$ cat config.mk
export PLATFORM = sky130hd
export DESIGN_NAME = iccm_redundancy
export DESIGN_NICKNAME = d
export VERILOG_FILES = /design/src/design/iccm_pkg.sv /design/src/design/iccm_redundancy.sv
export SDC_FILE = /design/constraint.sdc
export NUM_CORES = 1
export LEC_CHECK = 0
export BUFFER_PORTS_ARGS = -buffer_cell sky130_fd_sc_hd__clkbuf_2
export CORE_ASPECT_RATIO = 1.5
export CORE_UTILIZATION = 40
export DETAILED_ROUTE_END_ITERATION = 6
export PLACE_DENSITY = 0.8
export SLEW_MARGIN = 20
export SYNTH_ARGS = -nofsm -noshare
export SYNTH_HDL_FRONTEND = slang
export SYNTH_SLANG_ARGS = --single-unit
export TNS_END_PERCENT = 10
$ cat constraint.sdc
create_clock -name clk -period 1.6 [get_ports clk]
set_input_delay 0.08 -clock clk [delete_from_list [all_inputs] [get_ports clk]]
set_output_delay 0.08 -clock clk [all_outputs]
set_load 0.02 [all_outputs]
$ cat src/design/iccm_pkg.sv
/*
   Geometry of the 1 KB ICCM with four banks of 64 words
   All sizes are fixed because the address union needs fixed field widths
   The 7 check bits of a word are stored as given and never checked
*/
package iccm_pkg;

   // ************************************************************
   // Geometry
   // ************************************************************
   localparam int ICCM_BITS       = 10;             // Byte address width
   localparam int NUM_BANKS       = 4;
   localparam int BANK_BITS       = 2;              // Bank select field
   localparam int BANK_INDEX_BITS = 6;              // Row index within a bank
   localparam int BANK_DEPTH      = 1 << BANK_INDEX_BITS;
   localparam int TAG_W           = 8;              // Address bits 9..2

   // ************************************************************
   // Word and lane widths
   // ************************************************************
   localparam int WORD_W = 39;                      // 32 data plus 7 check bits
   localparam int DATA_W = 32;
   localparam int HALF_W = 16;                      // Fetch shift step
   localparam int LANE_W = 2 * WORD_W;              // Write bus with two lanes
   localparam int RD_W   = 2 * DATA_W;

   localparam logic [2:0] SIZE_DW = 3'd3;           // Double word write size

   // Bank view used by the decoder and the aligner
   typedef struct packed {
      logic [BANK_INDEX_BITS-1:0] row;
      logic [BANK_BITS-1:0]       bank;
      logic                       hw;               // Upper halfword of the word
      logic                       byte_sel;
   } iccm_bank_view_t;

   // Tag view used by the banks and the redundant rows
   typedef struct packed {
      logic [TAG_W-1:0] tag;                        // Word address, bank in low bits
      logic [1:0]       word_off;                   // Byte offset within the word
   } iccm_tag_view_t;

   typedef union packed {
      iccm_bank_view_t b;
      iccm_tag_view_t  t;
   } iccm_addr_u;

endpackage

$ cat src/design/iccm_redundancy.sv
`timescale 1ns/1ps
/*
   Two redundant rows that stand in for words with hard faults
   A correction cycle loads the row picked by the LRU bit from the low lane
   Later writes to a loaded word keep its row copy current
   Row tags and data have no reset, only the valid and LRU bits do
*/
module iccm_redundancy (
   input  logic                                   clk,
   input  logic                                   rst_n,
   input  logic                                   iccm_wren,
   input  logic                                   iccm_rden,
   input  iccm_pkg::iccm_addr_u                   iccm_rw_addr,
   input  logic [2:0]                             iccm_wr_size,
   input  logic [iccm_pkg::LANE_W-1:0]            iccm_wr_data,
   input  logic                                   iccm_buf_correct_ecc,
   input  logic                                   iccm_correction_state,
   input  logic [iccm_pkg::NUM_BANKS-1:0][1:0]    sel_red,
   output logic [1:0][iccm_pkg::TAG_W-1:0]        red_tag,
   output logic [1:0]                             red_valid,
   output logic [1:0][iccm_pkg::WORD_W-1:0]       red_data
);
   import iccm_pkg::*;

   logic                  lru;            // Row to replace next
   logic                  lru_en;
   logic                  lru_in;
   logic                  is_dw;
   logic [1:0]            hit_any;        // Row hit from any bank
   logic [1:0]            load;           // Correction load per row
   logic [1:0]            wr_match;       // Write covers the stored word
   logic [1:0]            hi_lane;        // Stored word is on the high lane
   logic [1:0][WORD_W-1:0] row_din;

   assign is_dw = (iccm_wr_size == SIZE_DW);

   always_comb begin
      hit_any = 2'b00;
      for (int b = 0; b < NUM_BANKS; b++) begin
         hit_any = hit_any | sel_red[b];
      end
   end

   // ************************************************************
   // Row load and update
   // ************************************************************
   for (genvar r = 0; r < 2; r++) begin : g_row
      assign load[r] = iccm_buf_correct_ecc & (lru == 1'(r));

      // Bits 9..3 always, bit 2 only on word writes
      assign wr_match[r] = iccm_wren & red_valid[r]
                         & (iccm_rw_addr.t.tag[TAG_W-1:1] == red_tag[r][TAG_W-1:1])
                         & ((iccm_rw_addr.t.tag[0] == red_tag[r][0]) | is_dw);

      assign hi_lane[r] = ((iccm_rw_addr.t.tag[0] == red_tag[r][0]) & iccm_rw_addr.t.tag[0])
                        | (red_tag[r][0] & is_dw);

      // Correction data always from the low lane
      assign row_din[r] = (hi_lane[r] & ~load[r]) ? iccm_wr_data[LANE_W-1:WORD_W]
                                                   : iccm_wr_data[WORD_W-1:0];
   end

   always_ff @(posedge clk) begin
      for (int r = 0; r < 2; r++) begin
         if (load[r]) begin
            red_tag[r] <= iccm_rw_addr.t.tag;
         end
         if (load[r] | wr_match[r]) begin
            red_data[r] <= row_din[r];
         end
      end
   end

   always_ff @(posedge clk) begin
      if (!rst_n) begin
         red_valid <= 2'b00;
      end else begin
         red_valid <= red_valid | load;   // Sticky once loaded
      end
   end

   // ************************************************************
   // LRU
   // ************************************************************
   // Toggle on correction, else steer away from a row hit mid correction
   assign lru_en = iccm_buf_correct_ecc
                 | ((|hit_any) & iccm_rden & iccm_correction_state);
   assign lru_in = iccm_buf_correct_ecc ? ~lru : hit_any[0];

   always_ff @(posedge clk) begin
      if (!rst_n) begin
         lru <= 1'b0;
      end else if (lru_en) begin
         lru <= lru_in;
      end
   end

endmodule

Yosys cells after proc, flatten, opt, wreduce, memory -nomap -nowiden
Cells that the tools add are included.
{"block": "totals", "reg_bits": 97, "inputBits": 105, "output_inout_bits": 96, "word_cells": 45}
{"block": "op_classes", "eq_ne": 5, "muxes": 3, "n_bitwise": 30, "reduce_logical": 1}
{"op": "$mux 39", "n": 2}
{"op": "$and 1x1->1", "n": 16}
{"op": "$eq 7x7->1", "n": 2}
{"op": "$or 2x2->2", "n": 4}
{"op": "$or 1x1->1", "n": 7}
{"op": "$eq 3x2->1 const B", "n": 1}
{"op": "$not 1->1", "n": 3}
{"op": "$eq 1x1->1", "n": 2}
{"op": "$reduce_or 2->1", "n": 1}
{"op": "$mux 1", "n": 1}

Logic depth before layout (Yosys ltp)
Gate-level depths: netlist of the first run.
{"block": "logic_depth", "ltp_word": 7, "ltp_mapped": 5, "ltp_nobuf": 3}

Worst setup path before layout of the first run
OpenSTA, ideal clock, no wires.
{"block": "synth_path", "kind": "register -> register", "startpoint": "reg red_tag[6] in the netlist's numbering", "endpoint": "reg red_data[0] in the netlist's numbering, enable pin", "setup_time_ns": 0.381, "arrival_time_ns": 1.607, "required_time_ns": 1.219, "setup_slack_ns": -0.388, "stages_incl_launch_ff": 4, "n_path_buf": 0, "cell_sequence": "edfxtp_1 xor2_1 nor4_1 a31o_2"}
{"block": "synth_via", "elab_chain_len": 4}
{"item": "start: declaration", "line": "iccm_redundancy.sv:19", "rtl": "output logic [1:0][iccm_pkg::TAG_W-1:0] red_tag,"}
{"item": "start signal: indexed assignment", "line": "iccm_redundancy.sv:66", "rtl": "red_tag[r] <= iccm_rw_addr.t.tag;"}
{"item": "$eq 7x7->1", "line": "iccm_redundancy.sv:52", "rtl": "& (iccm_rw_addr.t.tag[TAG_W-1:1] == red_tag[r][TAG_W-1:1])"}
{"item": "$and 1x1->1", "line": "iccm_redundancy.sv:52"}
{"item": "$and 1x1->1", "line": "iccm_redundancy.sv:53", "rtl": "& ((iccm_rw_addr.t.tag[0] == red_tag[r][0]) | is_dw);"}
{"item": "$or 1x1->1", "line": "iccm_redundancy.sv:68", "rtl": "if (load[r] | wr_match[r]) begin"}
{"item": "end signal: indexed assignment", "line": "iccm_redundancy.sv:69", "rtl": "red_data[r] <= row_din[r];"}
{"item": "end: declaration", "line": "iccm_redundancy.sv:21", "rtl": "output logic [1:0][iccm_pkg::WORD_W-1:0] red_data"}
No other way between the ends.
A chain may end at the register's enable or synchronous reset.

==> run_summary.xml, run 1 <==
<?xml version="1.0" encoding="UTF-8"?>
<metrics>
  <group name="timing">
    <metric name="timing.final.crit_share" unit="%">106.1</metric>
    <metric name="timing.final.max_slew_violations" unit="">0</metric>
    <metric name="final.setup_skew" unit="ns">0.008011</metric>
    <metric name="hold_viol_final" unit="">0</metric>
    <metric name="slew_headroom" unit="%">78.14</metric>
    <metric name="worstMarginPinSlew" unit="ns">0.3252</metric>
    <metric name="grt_setup_unrepaired" unit="">yes</metric>
    <metric name="achievable-frequency" unit="MHz">589.0</metric>
    <metric name="setup_viol_count_final" unit="">134</metric>
    <metric name="worst_hold_slack" unit="ns">0.01668</metric>
    <metric name="setup_total_negative_slack" unit="ns">-7.850</metric>
    <metric name="period_minus_slack" unit="ns">1.698</metric>
    <metric name="final.setup.worst_slack" unit="ns">-0.09784</metric>
  </group>
  <group name="worst_setup_path">
    <metric name="worst_setup_path_startpoint" unit="">red_tag[0]</metric>
    <metric name="r2r.worst_path.cells" unit="">4</metric>
    <metric name="worstPathMaxFanout" unit="">25</metric>
    <metric name="rr_startpoint" unit="">red_tag[0]</metric>
    <metric name="r2r_end" unit="">red_data[11]</metric>
    <metric name="critical_path_required" unit="ns">1.68</metric>
    <metric name="rrSetupSlack" unit="ns">-0.1</metric>
    <metric name="cp-end-kind" unit="">register</metric>
    <metric name="critical_path_class" unit="">reg2reg</metric>
    <metric name="setup.worst_path.start_class" unit="">register</metric>
    <metric name="worst_ep_arrival_time" unit="ns">1.77</metric>
  </group>
  <group name="synthesis">
    <metric name="number_of_synthesized_register_bits" unit="">97</metric>
    <metric name="synth_cell_types" unit="">23</metric>
    <metric name="syn-cell-area" unit="sq um">4273</metric>
    <metric name="synth-edff-count" unit="">94</metric>
    <metric name="post_synth_main_area_contributors" unit="">sky130_fd_sc_hd__edfxtp_1, sky130_fd_sc_hd__mux2_2, sky130_fd_sc_hd__mux2_4</metric>
    <metric name="yosys.area.top_type" unit="">sky130_fd_sc_hd__edfxtp_1</metric>
    <metric name="synth_top_family_by_area" unit="">multiplexers</metric>
    <metric name="synth_xor_xnor_area_share" unit="%">2.870</metric>
    <metric name="yosysWarnings" unit="">0</metric>
    <metric name="post-synth-top-count-cell" unit="">sky130_fd_sc_hd__edfxtp_1</metric>
    <metric name="synth_async_sr_flop_share" unit="%">0</metric>
    <metric name="synth_compound_area_share" unit="%">2.167</metric>
    <metric name="synth_simple_gate_area_share" unit="%">2.665</metric>
    <metric name="synth_top_area_share" unit="%">66.06</metric>
    <metric name="synthTopCellsByCount" unit="">sky130_fd_sc_hd__edfxtp_1, sky130_fd_sc_hd__mux2_2, sky130_fd_sc_hd__mux2_4</metric>
    <metric name="synthMuxAreaShare" unit="%">22.31</metric>
    <metric name="synth_ff_type" unit="">sky130_fd_sc_hd__edfxtp_1</metric>
    <metric name="synth_adder_area_share" unit="%">0.5857</metric>
    <metric name="synth_cells" unit="">225</metric>
    <metric name="synth.net_count" unit="">332</metric>
    <metric name="post_synth.cell_area_avg" unit="sq um">18.99</metric>
    <metric name="ys_seq_area_share" unit="%">67.47</metric>
  </group>
  <group name="global_routing">
    <metric name="overflow" unit="">0</metric>
    <metric name="initial_antenna_violation_count" unit="">0</metric>
    <metric name="number_of_global_route_vias_before_repair" unit="">2899</metric>
    <metric name="maximum_number_of_pins_on_one_net_before_global_route_repair" unit="">26</metric>
    <metric name="gr-usage-all-layers" unit="%">17.09</metric>
    <metric name="grt_first_pass_wirelength" unit="um">14120</metric>
  </group>
  <group name="run">
    <metric name="max_cap_viol_count" unit="">0</metric>
  </group>
  <group name="route">
    <metric name="antenna_violating_nets_post_route" unit="">0</metric>
    <metric name="drtPass1Iterations" unit="">4</metric>
    <metric name="final_routed_wire_length_divided_by_cell_count" unit="um">15.99</metric>
    <metric name="route.vias.total" unit="">2893</metric>
    <metric name="totalWireLength" unit="um">9673</metric>
    <metric name="detail_route.iter0.violations" unit="">66</metric>
    <metric name="route.detailed.vias_per_inst" unit="">4.782</metric>
    <metric name="remaining_drc_errors" unit="">0</metric>
  </group>
  <group name="cts">
    <metric name="ctsHtreeMaxLevel" unit="">3</metric>
    <metric name="cts_max_path_buffers" unit="">2</metric>
    <metric name="clock_latency" unit="ns">0.33</metric>
    <metric name="clock_tree.root_cell" unit="">sky130_fd_sc_hd__clkbuf_16</metric>
    <metric name="cts_inserted_buffers" unit="">9</metric>
    <metric name="clk_pin_slew_worst_paths" unit="ns">0.06</metric>
    <metric name="cts_tree" unit="">done</metric>
    <metric name="post_cts.repair.setup_buffers" unit="">0</metric>
    <metric name="cts_sinks" unit="">97</metric>
  </group>
  <group name="power_and_ir_drop">
    <metric name="max-vdd-ir-drop" unit="V">0.0004712</metric>
    <metric name="power_leakage" unit="nW">2.721</metric>
    <metric name="finalPower" unit="mW">5.992</metric>
    <metric name="power_per_cell_area" unit="nW/um^2">975.7</metric>
  </group>
  <group name="finish">
    <metric name="nNetsFinal" unit="">567</metric>
    <metric name="finish.cell_count_without_fillers" unit="">605</metric>
    <metric name="fillers" unit="">840</metric>
    <metric name="num_antenna_cells" unit="">0</metric>
    <metric name="area_growth" unit="%">43.72</metric>
    <metric name="layout-drive-gt1-share" unit="%">70.26</metric>
  </group>
  <group name="placement">
    <metric name="pre_cts_slack" unit="ns">-0.3008</metric>
    <metric name="gp_congestion" unit="">0.7718</metric>
    <metric name="port_buffers" unit="">198</metric>
    <metric name="post-dp-hpwl" unit="um">7065</metric>
    <metric name="place.detailed.instances" unit="">580</metric>
  </group>
  <group name="worst_hold_path">
    <metric name="holdCritStartpoint" unit="">iccm_rw_addr[2]</metric>
    <metric name="hold-path-endpoint" unit="">red_tag[8]</metric>
    <metric name="worst_hold_path.num_cells" unit="">1</metric>
    <metric name="timing.hold.worst.class" unit="">in2reg</metric>
  </group>
  <group name="die">
    <metric name="top_level_ports" unit="">201</metric>
    <metric name="starting_utilization_of_the_core_area" unit="%">41.70</metric>
    <metric name="dieHeight" unit="um">128.6</metric>
    <metric name="rows" unit="">45</metric>
    <metric name="chipWidth" unit="um">86.39</metric>
    <metric name="core-area" unit="sq um">10250</metric>
    <metric name="die-area" unit="sq um">11110</metric>
  </group>
  <group name="outcome">
    <metric name="outcome" unit="">finished, violations left</metric>
    <metric name="violations" unit="">negative setup slack</metric>
  </group>
</metrics>
[per-layer routing]
metal	GRT usage [%]	vias up	share of wire (%)
li1	-	1354	-
met1	17.10	1397	37
met2	33.71	132	55
met3	3.977	10	6.1
met4	5.882	0	1.7
met5	0	-	0
[sequential cells by signal, summed over array words and instances (netlist names)]
name	flops
red_tag	16
red_data	78
lru	1
red_valid	2
[timing repair]
item / 4_1_cts / 5_1_grt
hold buffers: 8 / 0
cloned: 0 / 2
pin swaps: 5 / 2
hold endpoints to repair: 16 / 0
gates resized for setup: 15 / 6
setup endpoints to repair: 156 / 156
[logic make-up after synthesis]
kind of cell,Yosys count
AO/OA/AOI/OAI,9
XOR/XNOR,14
adder cells (fa/ha/maj),2
buffers and inverters,8
flip-flops,97
multiplexers,78
AND/OR/NAND/NOR,17
[cell usage in the layout (no fill, tap or decap)]
cell	Yosys	routed
sky130_fd_sc_hd__a31o_4	0	2
sky130_fd_sc_hd__o21a_1	2	2
sky130_fd_sc_hd__edfxtp_1	94	94
sky130_fd_sc_hd__clkinv_2	0	1
sky130_fd_sc_hd__nor2b_4	1	1
sky130_fd_sc_hd__dlygate4sd3_1	0	8
sky130_fd_sc_hd__nand2b_1	1	1
sky130_fd_sc_hd__inv_6	0	2
sky130_fd_sc_hd__ha_1	2	2
sky130_fd_sc_hd__mux2_2	58	41
sky130_fd_sc_hd__and4b_1	2	2
sky130_fd_sc_hd__o21bai_4	2	2
sky130_fd_sc_hd__nand3b_1	1	1
sky130_fd_sc_hd__mux2_4	20	37
sky130_fd_sc_hd__xor2_1	14	14
sky130_fd_sc_hd__clkbuf_16	0	10
sky130_fd_sc_hd__buf_6	2	1
sky130_fd_sc_hd__clkbuf_2	0	198
sky130_fd_sc_hd__clkinvlp_4	0	1
sky130_fd_sc_hd__nor4_2	0	4
sky130_fd_sc_hd__o32ai_1	1	1
sky130_fd_sc_hd__and2_4	1	1
sky130_fd_sc_hd__nand2_1	5	5
sky130_fd_sc_hd__clkinv_4	0	1
sky130_fd_sc_hd__clkinv_1	0	1
sky130_fd_sc_hd__buf_4	4	15
sky130_fd_sc_hd__o31a_1	1	1
sky130_fd_sc_hd__buf_12	0	9
sky130_fd_sc_hd__nor4_1	5	1
sky130_fd_sc_hd__dfxtp_1	3	3
sky130_fd_sc_hd__or4_1	1	1
sky130_fd_sc_hd__a21oi_1	1	1
[report_power, final]
group	switching, mW	internal (mW)	total (mW)
clock network	0.857	1.05	1.91
logic	0.530	0.523	1.05
registers	0.0516	2.98	3.03
total	1.44	4.55	5.99
[through the flow]
step	util [%]	instance area, sq um
floorplan	-	4290
global route	59.93	6141
detailed placement	55.31	5668
finish	59.93	6141
global placement	55.31	5668
CTS	59.33	6080
[how the worst max path moves through the flow]
stage / to / slack (ns) / cells after the start
2_1_floorplan: red_data[0] / -0.22 / 3
3_5_place_dp: red_data[51] / -0.30 / 4
4_1_cts: red_data[58] / -0.13 / 4
5_1_grt: red_data[75] / -0.20 / 5
3_3_place_gp: red_data[51] / -0.26 / 4
6_report: red_data[11] / -0.1 / 4
[final cells by class]
cell class / instances / area (sq um) / share of cell area, %
multi-input combinational: 120 / 1414 / 23.02
tap: 141 / 176.4 / 2.873
clock buffer: 9 / 225.2 / 3.667
clock inverter: 6 / 42.54 / 0.6927
timing repair buffer: 232 / 1400 / 22.80
sequential: 97 / 2883 / 46.94
[worst max-delay path, stage by stage (launching register included)]
cell and delay, ns:
sky130_fd_sc_hd__edfxtp_1 0.41, sky130_fd_sc_hd__and4b_1 0.23, sky130_fd_sc_hd__o21bai_4 0.21, sky130_fd_sc_hd__buf_12 0.22, sky130_fd_sc_hd__mux2_2 0.36
(Power assumes the default switching activity.)
==> run 2: changes to the inputs <==
ABC_AREA = 1   (was default)
==> run 2 against run 1 <==
  * Critical path depth grew 1
  * Critical endpoint is now red_data[1]
  * Total power up 2.0%
  * Sequential cell count stayed put
  * The run still ends with negative setup slack left
  * Die area shrank 0.32%
  * Largest cell class unchanged
  * Fmax rose by 2.2%
==> run_summary.xml, run 2 <==
<?xml version="1.0" encoding="UTF-8"?>
<metrics>
  <group name="route">
    <metric name="final_routed_wire_length_divided_by_cell_count" unit="um">13.81</metric>
    <metric name="remaining_drc_errors" unit="">0</metric>
    <metric name="route.detailed.vias_per_inst" unit="">4.615</metric>
    <metric name="route.vias.total" unit="">3475</metric>
    <metric name="totalWireLength" unit="um">10400</metric>
    <metric name="antenna_violating_nets_post_route" unit="">0</metric>
    <metric name="drtPass1Iterations" unit="">4</metric>
    <metric name="detail_route.iter0.violations" unit="">124</metric>
  </group>
  <group name="placement">
    <metric name="placedInstanceArea" unit="sq um">5522</metric>
    <metric name="post-dp-hpwl" unit="um">7650</metric>
    <metric name="place.detailed.instances" unit="">728</metric>
    <metric name="gp_congestion" unit="">0.7826</metric>
    <metric name="port_buffers" unit="">198</metric>
    <metric name="pre_cts_slack" unit="ns">-0.008245</metric>
  </group>
  <group name="run">
    <metric name="max_cap_viol_count" unit="">0</metric>
  </group>
  <group name="timing">
    <metric name="hold_viol_final" unit="">0</metric>
    <metric name="slew_headroom" unit="%">74.75</metric>
    <metric name="grt_setup_unrepaired" unit="">yes</metric>
    <metric name="timing.final.crit_share" unit="%">103.8</metric>
    <metric name="period_minus_slack" unit="ns">1.661</metric>
    <metric name="setup_total_negative_slack" unit="ns">-1.570</metric>
    <metric name="timing.final.max_slew_violations" unit="">0</metric>
    <metric name="final.setup_skew" unit="ns">0.008387</metric>
    <metric name="setup_viol_count_final" unit="">40</metric>
    <metric name="worst_hold_slack" unit="ns">0.01913</metric>
    <metric name="achievable-frequency" unit="MHz">602.0</metric>
    <metric name="final.setup.worst_slack" unit="ns">-0.06103</metric>
    <metric name="worstMarginPinSlew" unit="ns">0.3784</metric>
  </group>
  <group name="cts">
    <metric name="cts_max_path_buffers" unit="">2</metric>
    <metric name="ctsHtreeMaxLevel" unit="">3</metric>
    <metric name="cts_tree" unit="">done</metric>
    <metric name="clock_latency" unit="ns">0.33</metric>
    <metric name="clock_tree.root_cell" unit="">sky130_fd_sc_hd__clkbuf_16</metric>
    <metric name="clk_pin_slew_worst_paths" unit="ns">0.06</metric>
    <metric name="cts_sinks" unit="">97</metric>
    <metric name="cts_inserted_buffers" unit="">9</metric>
  </group>
  <group name="die">
    <metric name="chipWidth" unit="um">86.25</metric>
    <metric name="core-area" unit="sq um">10250</metric>
    <metric name="dieHeight" unit="um">128.4</metric>
    <metric name="top_level_ports" unit="">201</metric>
    <metric name="starting_utilization_of_the_core_area" unit="%">41.56</metric>
    <metric name="die-area" unit="sq um">11070</metric>
    <metric name="rows" unit="">45</metric>
  </group>
  <group name="power_and_ir_drop">
    <metric name="power_per_cell_area" unit="nW/um^2">1027</metric>
    <metric name="power_leakage" unit="nW">2.849</metric>
    <metric name="max-vdd-ir-drop" unit="V">0.0007194</metric>
    <metric name="finalPower" unit="mW">6.111</metric>
  </group>
  <group name="finish">
    <metric name="num_antenna_cells" unit="">0</metric>
    <metric name="reg_top3" unit="">red_data x78, red_tag x16, red_valid x2</metric>
    <metric name="layout.area.seq" unit="sq um">2883</metric>
    <metric name="final_common_cell" unit="">sky130_fd_sc_hd__clkbuf_2</metric>
    <metric name="area_growth" unit="%">39.78</metric>
    <metric name="utilization" unit="%">58.10</metric>
    <metric name="nNetsFinal" unit="">714</metric>
    <metric name="fillers" unit="">888</metric>
    <metric name="finish.cell_count_without_fillers" unit="">753</metric>
    <metric name="final_area" unit="sq um">5953</metric>
    <metric name="layout-drive-gt1-share" unit="%">39.54</metric>
    <metric name="largest_register_ff_count" unit="">78</metric>
    <metric name="multi_input_logic_area" unit="sq um">1097</metric>
    <metric name="layout.cells.most_common_list" unit="">sky130_fd_sc_hd__clkbuf_2, sky130_fd_sc_hd__nand2_1, sky130_fd_sc_hd__edfxtp_1, sky130_fd_sc_hd__o21ai_0, sky130_fd_sc_hd__inv_1</metric>
    <metric name="registers.top_by_ff_count" unit="">red_data</metric>
  </group>
  <group name="synthesis">
    <metric name="synth_ff_type" unit="">sky130_fd_sc_hd__edfxtp_1</metric>
    <metric name="synth_cells" unit="">392</metric>
    <metric name="post-synth-top-count-cell" unit="">sky130_fd_sc_hd__nand2_1</metric>
    <metric name="post_synth.cell_area_avg" unit="sq um">10.87</metric>
    <metric name="synth_cell_types" unit="">23</metric>
    <metric name="yosys.area.top_type" unit="">sky130_fd_sc_hd__edfxtp_1</metric>
    <metric name="post_synth_main_area_contributors" unit="">sky130_fd_sc_hd__edfxtp_1, sky130_fd_sc_hd__nand2_1, sky130_fd_sc_hd__o21ai_0</metric>
    <metric name="synth.net_count" unit="">499</metric>
    <metric name="synth_async_sr_flop_share" unit="%">0</metric>
    <metric name="synthTopCellsByCount" unit="">sky130_fd_sc_hd__nand2_1, sky130_fd_sc_hd__edfxtp_1, sky130_fd_sc_hd__o21ai_0</metric>
    <metric name="yosysWarnings" unit="">0</metric>
    <metric name="ys_seq_area_share" unit="%">67.69</metric>
    <metric name="syn-cell-area" unit="sq um">4259</metric>
    <metric name="synth-edff-count" unit="">94</metric>
    <metric name="number_of_synthesized_register_bits" unit="">97</metric>
    <metric name="synth_top_area_share" unit="%">66.27</metric>
  </group>
  <group name="global_routing">
    <metric name="grt_first_pass_wirelength" unit="um">15450</metric>
    <metric name="gr-usage-all-layers" unit="%">18.18</metric>
    <metric name="initial_antenna_violation_count" unit="">1</metric>
    <metric name="number_of_global_route_vias_before_repair" unit="">3446</metric>
    <metric name="overflow" unit="">0</metric>
    <metric name="maximum_number_of_pins_on_one_net_before_global_route_repair" unit="">49</metric>
  </group>
  <group name="worst_setup_path">
    <metric name="slowest_delay" unit="ns">0.41</metric>
    <metric name="cp-end-kind" unit="">register</metric>
    <metric name="critical_path_class" unit="">reg2reg</metric>
    <metric name="timing.critical_path.cells" unit="">ha_1 &gt; nand2_1 &gt; nand3_2 &gt; o21ai_4 &gt; clkbuf_16</metric>
    <metric name="worstPathMaxFanout" unit="">7</metric>
    <metric name="setup.worst_path.start_class" unit="">register</metric>
    <metric name="crit_slowest_cell" unit="">sky130_fd_sc_hd__edfxtp_1</metric>
    <metric name="critical_path_required" unit="ns">1.65</metric>
    <metric name="cp_num_buf_inv" unit="">1</metric>
    <metric name="worst_ep_arrival_time" unit="ns">1.71</metric>
    <metric name="crit_family" unit="">flip-flops</metric>
  </group>
  <group name="outcome">
    <metric name="outcome" unit="">finished, violations left</metric>
    <metric name="violations" unit="">negative setup slack</metric>
  </group>
  <group name="worst_hold_path">
    <metric name="timing.hold.worst.class" unit="">in2reg</metric>
  </group>
</metrics>
run 2: changes by cell type after synthesis, sizes merged, moves of 3 or more:
cell,change
xnor2,+3
nor4,-5
inv,+55
nor2,+22
clkbuf,+6
mux2,-78
nand2,+96
xor2,-11
o21ai,+85
run 2: where the power goes:
part           total [mW]  switching, mW  internal [mW]
logic               0.995          0.612          0.384
clock network        2.06          0.858           1.20
registers            3.05         0.0550           3.00
run 2: logic make-up (layout without fill, tap and decap cells):
| logic type | after synthesis | count (layout) | share of synthesized area [%] |
|---|---|---|---|
| compound gates | 86 | 86 | 10.63 |
| xor+xnor | 6 | 6 | 1.234 |
| fa+ha+maj | 2 | 2 | 0.5875 |
| buf+inv | 71 | 291 | 7.491 |
| flops | 97 | 97 | 67.69 |
| simple gates | 130 | 130 | 12.37 |
run 2: worst paths after layout:
kind                                      start           end  slack (ns)  cells past startpoint
worst min-delay path            iccm_rw_addr[2]    red_tag[0]        0.02                      1
worst min register to register     red_valid[0]  red_valid[0]        0.53                      2
worst max register to register       red_tag[0]   red_data[1]       -0.06                      5
worst max-delay path                 red_tag[0]   red_data[1]       -0.06                      5
run 2: final cells by class:
class / count / area share (%)
well taps: 141 / 2.963
clock buffers: 10 / 3.846
flip-flops and latches: 97 / 48.42
repair buffers: 220 / 21.90
multi-input cells: 224 / 18.43
clock inverters: 6 / 0.9668
inverters: 55 / 3.468
run 2: routing by layer:
| layer | GRT usage [%] | part of all wire [%] |
|---|---|---|
| met1 | 18.15 | 36 |
| met2 | 34.50 | 54 |
| met3 | 6.158 | 8.3 |
| met4 | 6.275 | 1.7 |
| met5 | 0 | 0.13 |
run 2: what timing repair did:
item,4_1_cts,5_1_grt
endpoints found under the hold margin,15,0
endpoints found under the setup margin,38,78
resized for setup,1,9
hold buffers,7,0
pin swaps,2,6
gates cloned,0,2
buffers inserted,0,1
run 2: worst register-to-register path, cell delays in order, from the launching register on:
cell	delay, ns
sky130_fd_sc_hd__edfxtp_1	0.41
sky130_fd_sc_hd__ha_1	0.29
sky130_fd_sc_hd__nand2_1	0.08
sky130_fd_sc_hd__nand3_2	0.08
sky130_fd_sc_hd__o21ai_4	0.31
sky130_fd_sc_hd__clkbuf_16	0.23
==> run 3: changes to the inputs <==
CORE_MARGIN = 4   (was default)
==> run 3 against run 2 <==
  * The run still ends with negative setup slack left
  * Worst hold slack gained 0.024 ns
  * Sequential share of layout area is the same
  * Global-route usage fell by 0.57 points
  * Wire length is 4.8% higher
  * Critical path depth unchanged
  * Highest routed layer is now met4
==> run_summary.xml, run 3 (synthesis gave the netlist of run 2 again) <==
<?xml version="1.0" encoding="UTF-8"?>
<metrics>
  <group name="die">
    <metric name="top_level_ports" unit="">201</metric>
    <metric name="dieHeight" unit="um">134.4</metric>
    <metric name="core-area" unit="sq um">10250</metric>
    <metric name="starting_utilization_of_the_core_area" unit="%">41.56</metric>
    <metric name="rows" unit="">45</metric>
    <metric name="chipWidth" unit="um">92.25</metric>
    <metric name="die-area" unit="sq um">12400</metric>
  </group>
  <group name="global_routing">
    <metric name="number_of_global_route_vias_before_repair" unit="">3629</metric>
    <metric name="overflow" unit="">0</metric>
    <metric name="gr-usage-all-layers" unit="%">17.61</metric>
    <metric name="grt_first_pass_wirelength" unit="um">17080</metric>
    <metric name="initial_antenna_violation_count" unit="">0</metric>
    <metric name="maximum_number_of_pins_on_one_net_before_global_route_repair" unit="">31</metric>
  </group>
  <group name="outcome">
    <metric name="outcome" unit="">finished, violations left</metric>
    <metric name="violations" unit="">negative setup slack</metric>
  </group>
  <group name="cts">
    <metric name="cts_inserted_buffers" unit="">9</metric>
    <metric name="cts_max_path_buffers" unit="">2</metric>
    <metric name="cts_tree" unit="">done</metric>
    <metric name="clock_latency" unit="ns">0.33</metric>
    <metric name="clk_pin_slew_worst_paths" unit="ns">0.07</metric>
    <metric name="clock_tree.root_cell" unit="">sky130_fd_sc_hd__clkbuf_16</metric>
    <metric name="ctsHtreeMaxLevel" unit="">3</metric>
    <metric name="cts_sinks" unit="">97</metric>
  </group>
  <group name="finish">
    <metric name="multi_input_logic_area" unit="sq um">1095</metric>
    <metric name="area_growth" unit="%">39.78</metric>
    <metric name="layout.area.seq" unit="sq um">2883</metric>
    <metric name="layout.cells.most_common_list" unit="">sky130_fd_sc_hd__clkbuf_2, sky130_fd_sc_hd__nand2_1, sky130_fd_sc_hd__edfxtp_1, sky130_fd_sc_hd__o21ai_0, sky130_fd_sc_hd__inv_1</metric>
    <metric name="registers.top_by_ff_count" unit="">red_data</metric>
    <metric name="nNetsFinal" unit="">715</metric>
    <metric name="final_common_cell" unit="">sky130_fd_sc_hd__clkbuf_2</metric>
    <metric name="num_antenna_cells" unit="">0</metric>
    <metric name="utilization" unit="%">58.10</metric>
    <metric name="largest_register_ff_count" unit="">78</metric>
    <metric name="reg_top3" unit="">red_data x78, red_tag x16, red_valid x2</metric>
    <metric name="finish.cell_count_without_fillers" unit="">754</metric>
    <metric name="final_area" unit="sq um">5953</metric>
    <metric name="layout-drive-gt1-share" unit="%">39.15</metric>
    <metric name="fillers" unit="">903</metric>
  </group>
  <group name="timing">
    <metric name="timing.final.max_slew_violations" unit="">0</metric>
    <metric name="achievable-frequency" unit="MHz">613.0</metric>
    <metric name="hold_viol_final" unit="">0</metric>
    <metric name="grt_setup_unrepaired" unit="">yes</metric>
    <metric name="worst_hold_slack" unit="ns">0.04335</metric>
    <metric name="slew_headroom" unit="%">74.46</metric>
    <metric name="period_minus_slack" unit="ns">1.631</metric>
    <metric name="timing.final.crit_share" unit="%">102.0</metric>
    <metric name="worstMarginPinSlew" unit="ns">0.3827</metric>
    <metric name="final.setup_skew" unit="ns">0.006629</metric>
    <metric name="final.setup.worst_slack" unit="ns">-0.03123</metric>
    <metric name="setup_viol_count_final" unit="">52</metric>
  </group>
  <group name="worst_setup_path">
    <metric name="crit_slowest_cell" unit="">sky130_fd_sc_hd__edfxtp_1</metric>
    <metric name="critical_path_required" unit="ns">1.63</metric>
    <metric name="cp_num_buf_inv" unit="">1</metric>
    <metric name="crit_family" unit="">flip-flops</metric>
    <metric name="cp-end-kind" unit="">register</metric>
    <metric name="timing.critical_path.cells" unit="">ha_1 &gt; nand2_1 &gt; nand4_1 &gt; o21ai_4 &gt; buf_12</metric>
    <metric name="setup.worst_path.start_class" unit="">register</metric>
    <metric name="critical_path_class" unit="">reg2reg</metric>
    <metric name="worstPathMaxFanout" unit="">24</metric>
    <metric name="slowest_delay" unit="ns">0.40</metric>
    <metric name="worst_ep_arrival_time" unit="ns">1.66</metric>
  </group>
  <group name="power_and_ir_drop">
    <metric name="power_leakage" unit="nW">2.844</metric>
    <metric name="power_per_cell_area" unit="nW/um^2">1034</metric>
    <metric name="max-vdd-ir-drop" unit="V">0.0005429</metric>
  </group>
  <group name="route">
    <metric name="detail_route.iter0.violations" unit="">162</metric>
    <metric name="route.vias.total" unit="">3561</metric>
    <metric name="route.detailed.vias_per_inst" unit="">4.723</metric>
    <metric name="antenna_violating_nets_post_route" unit="">0</metric>
    <metric name="final_routed_wire_length_divided_by_cell_count" unit="um">14.45</metric>
    <metric name="remaining_drc_errors" unit="">0</metric>
    <metric name="drtPass1Iterations" unit="">4</metric>
    <metric name="totalWireLength" unit="um">10900</metric>
  </group>
  <group name="placement">
    <metric name="port_buffers" unit="">198</metric>
    <metric name="place.detailed.instances" unit="">729</metric>
    <metric name="post-dp-hpwl" unit="um">8414</metric>
    <metric name="gp_congestion" unit="">0.8073</metric>
    <metric name="placedInstanceArea" unit="sq um">5542</metric>
    <metric name="pre_cts_slack" unit="ns">-0.02873</metric>
  </group>
  <group name="worst_hold_path">
    <metric name="timing.hold.worst.class" unit="">in2reg</metric>
  </group>
  <group name="run">
    <metric name="max_cap_viol_count" unit="">0</metric>
  </group>
</metrics>
## run 3: area by class of cell
class | instances | area share, %
sequential | 97 | 48.42
clock buffer | 10 | 3.846
inverter | 55 | 3.468
clock inverter | 6 | 1.135
timing repair buffer | 221 | 21.77
tap | 141 | 2.963
multi-input combinational | 224 | 18.39
## run 3: tightest hold or removal path, stage by stage
cell and delay (ns):
sky130_fd_sc_hd__clkbuf_2 0.09, sky130_fd_sc_hd__nand2_1 0.04, sky130_fd_sc_hd__o21ai_0 0.05
## run 3: repair_timing
item	4_1_cts	5_1_grt
setup endpoints to repair	63	83
gates cloned	0	0
setup buffers	0	0
pin swaps	0	2
endpoints found under the hold margin	19	0
gates resized for setup	1	9
hold buffers	9	0
## run 3: report_power, final
group          internal [mW]  total (mW)  switching (mW)
registers               3.00        3.05          0.0551
clock network           1.22        2.11           0.894
logic                  0.377       0.989           0.612
total                   4.59        6.15            1.56
## run 3: routing by layer
| layer | global-route usage, % | share of wire, % |
|---|---|---|
| met1 | 17.86 | 34 |
| met5 | 0 | 0 |
| met4 | 6.529 | 2.1 |
| met2 | 33.33 | 55 |
| met3 | 5.443 | 8.7 |
## run 3: path summary, 6_finish.rpt
path | startpoint | endpoint | slack (ns) | cells past startpoint
max reg2reg | red_tag[8] | red_data[58] | -0.03 | 5
max | red_tag[8] | red_data[58] | -0.03 | 5
min | iccm_wr_data[30] | red_data[69] | 0.04 | 3
min reg2reg | red_valid[1] | red_valid[1] | 0.52 | 2
## run 3: metrics by stage
step,power [mW],setup TNS [ns]
finish,6.153,-0.9493
global route,6.412,-4.007
CTS,6.199,-0.8721
detailed placement,4.079,-0.6463
global placement,4.034,0
floorplan,3.644,-37.16
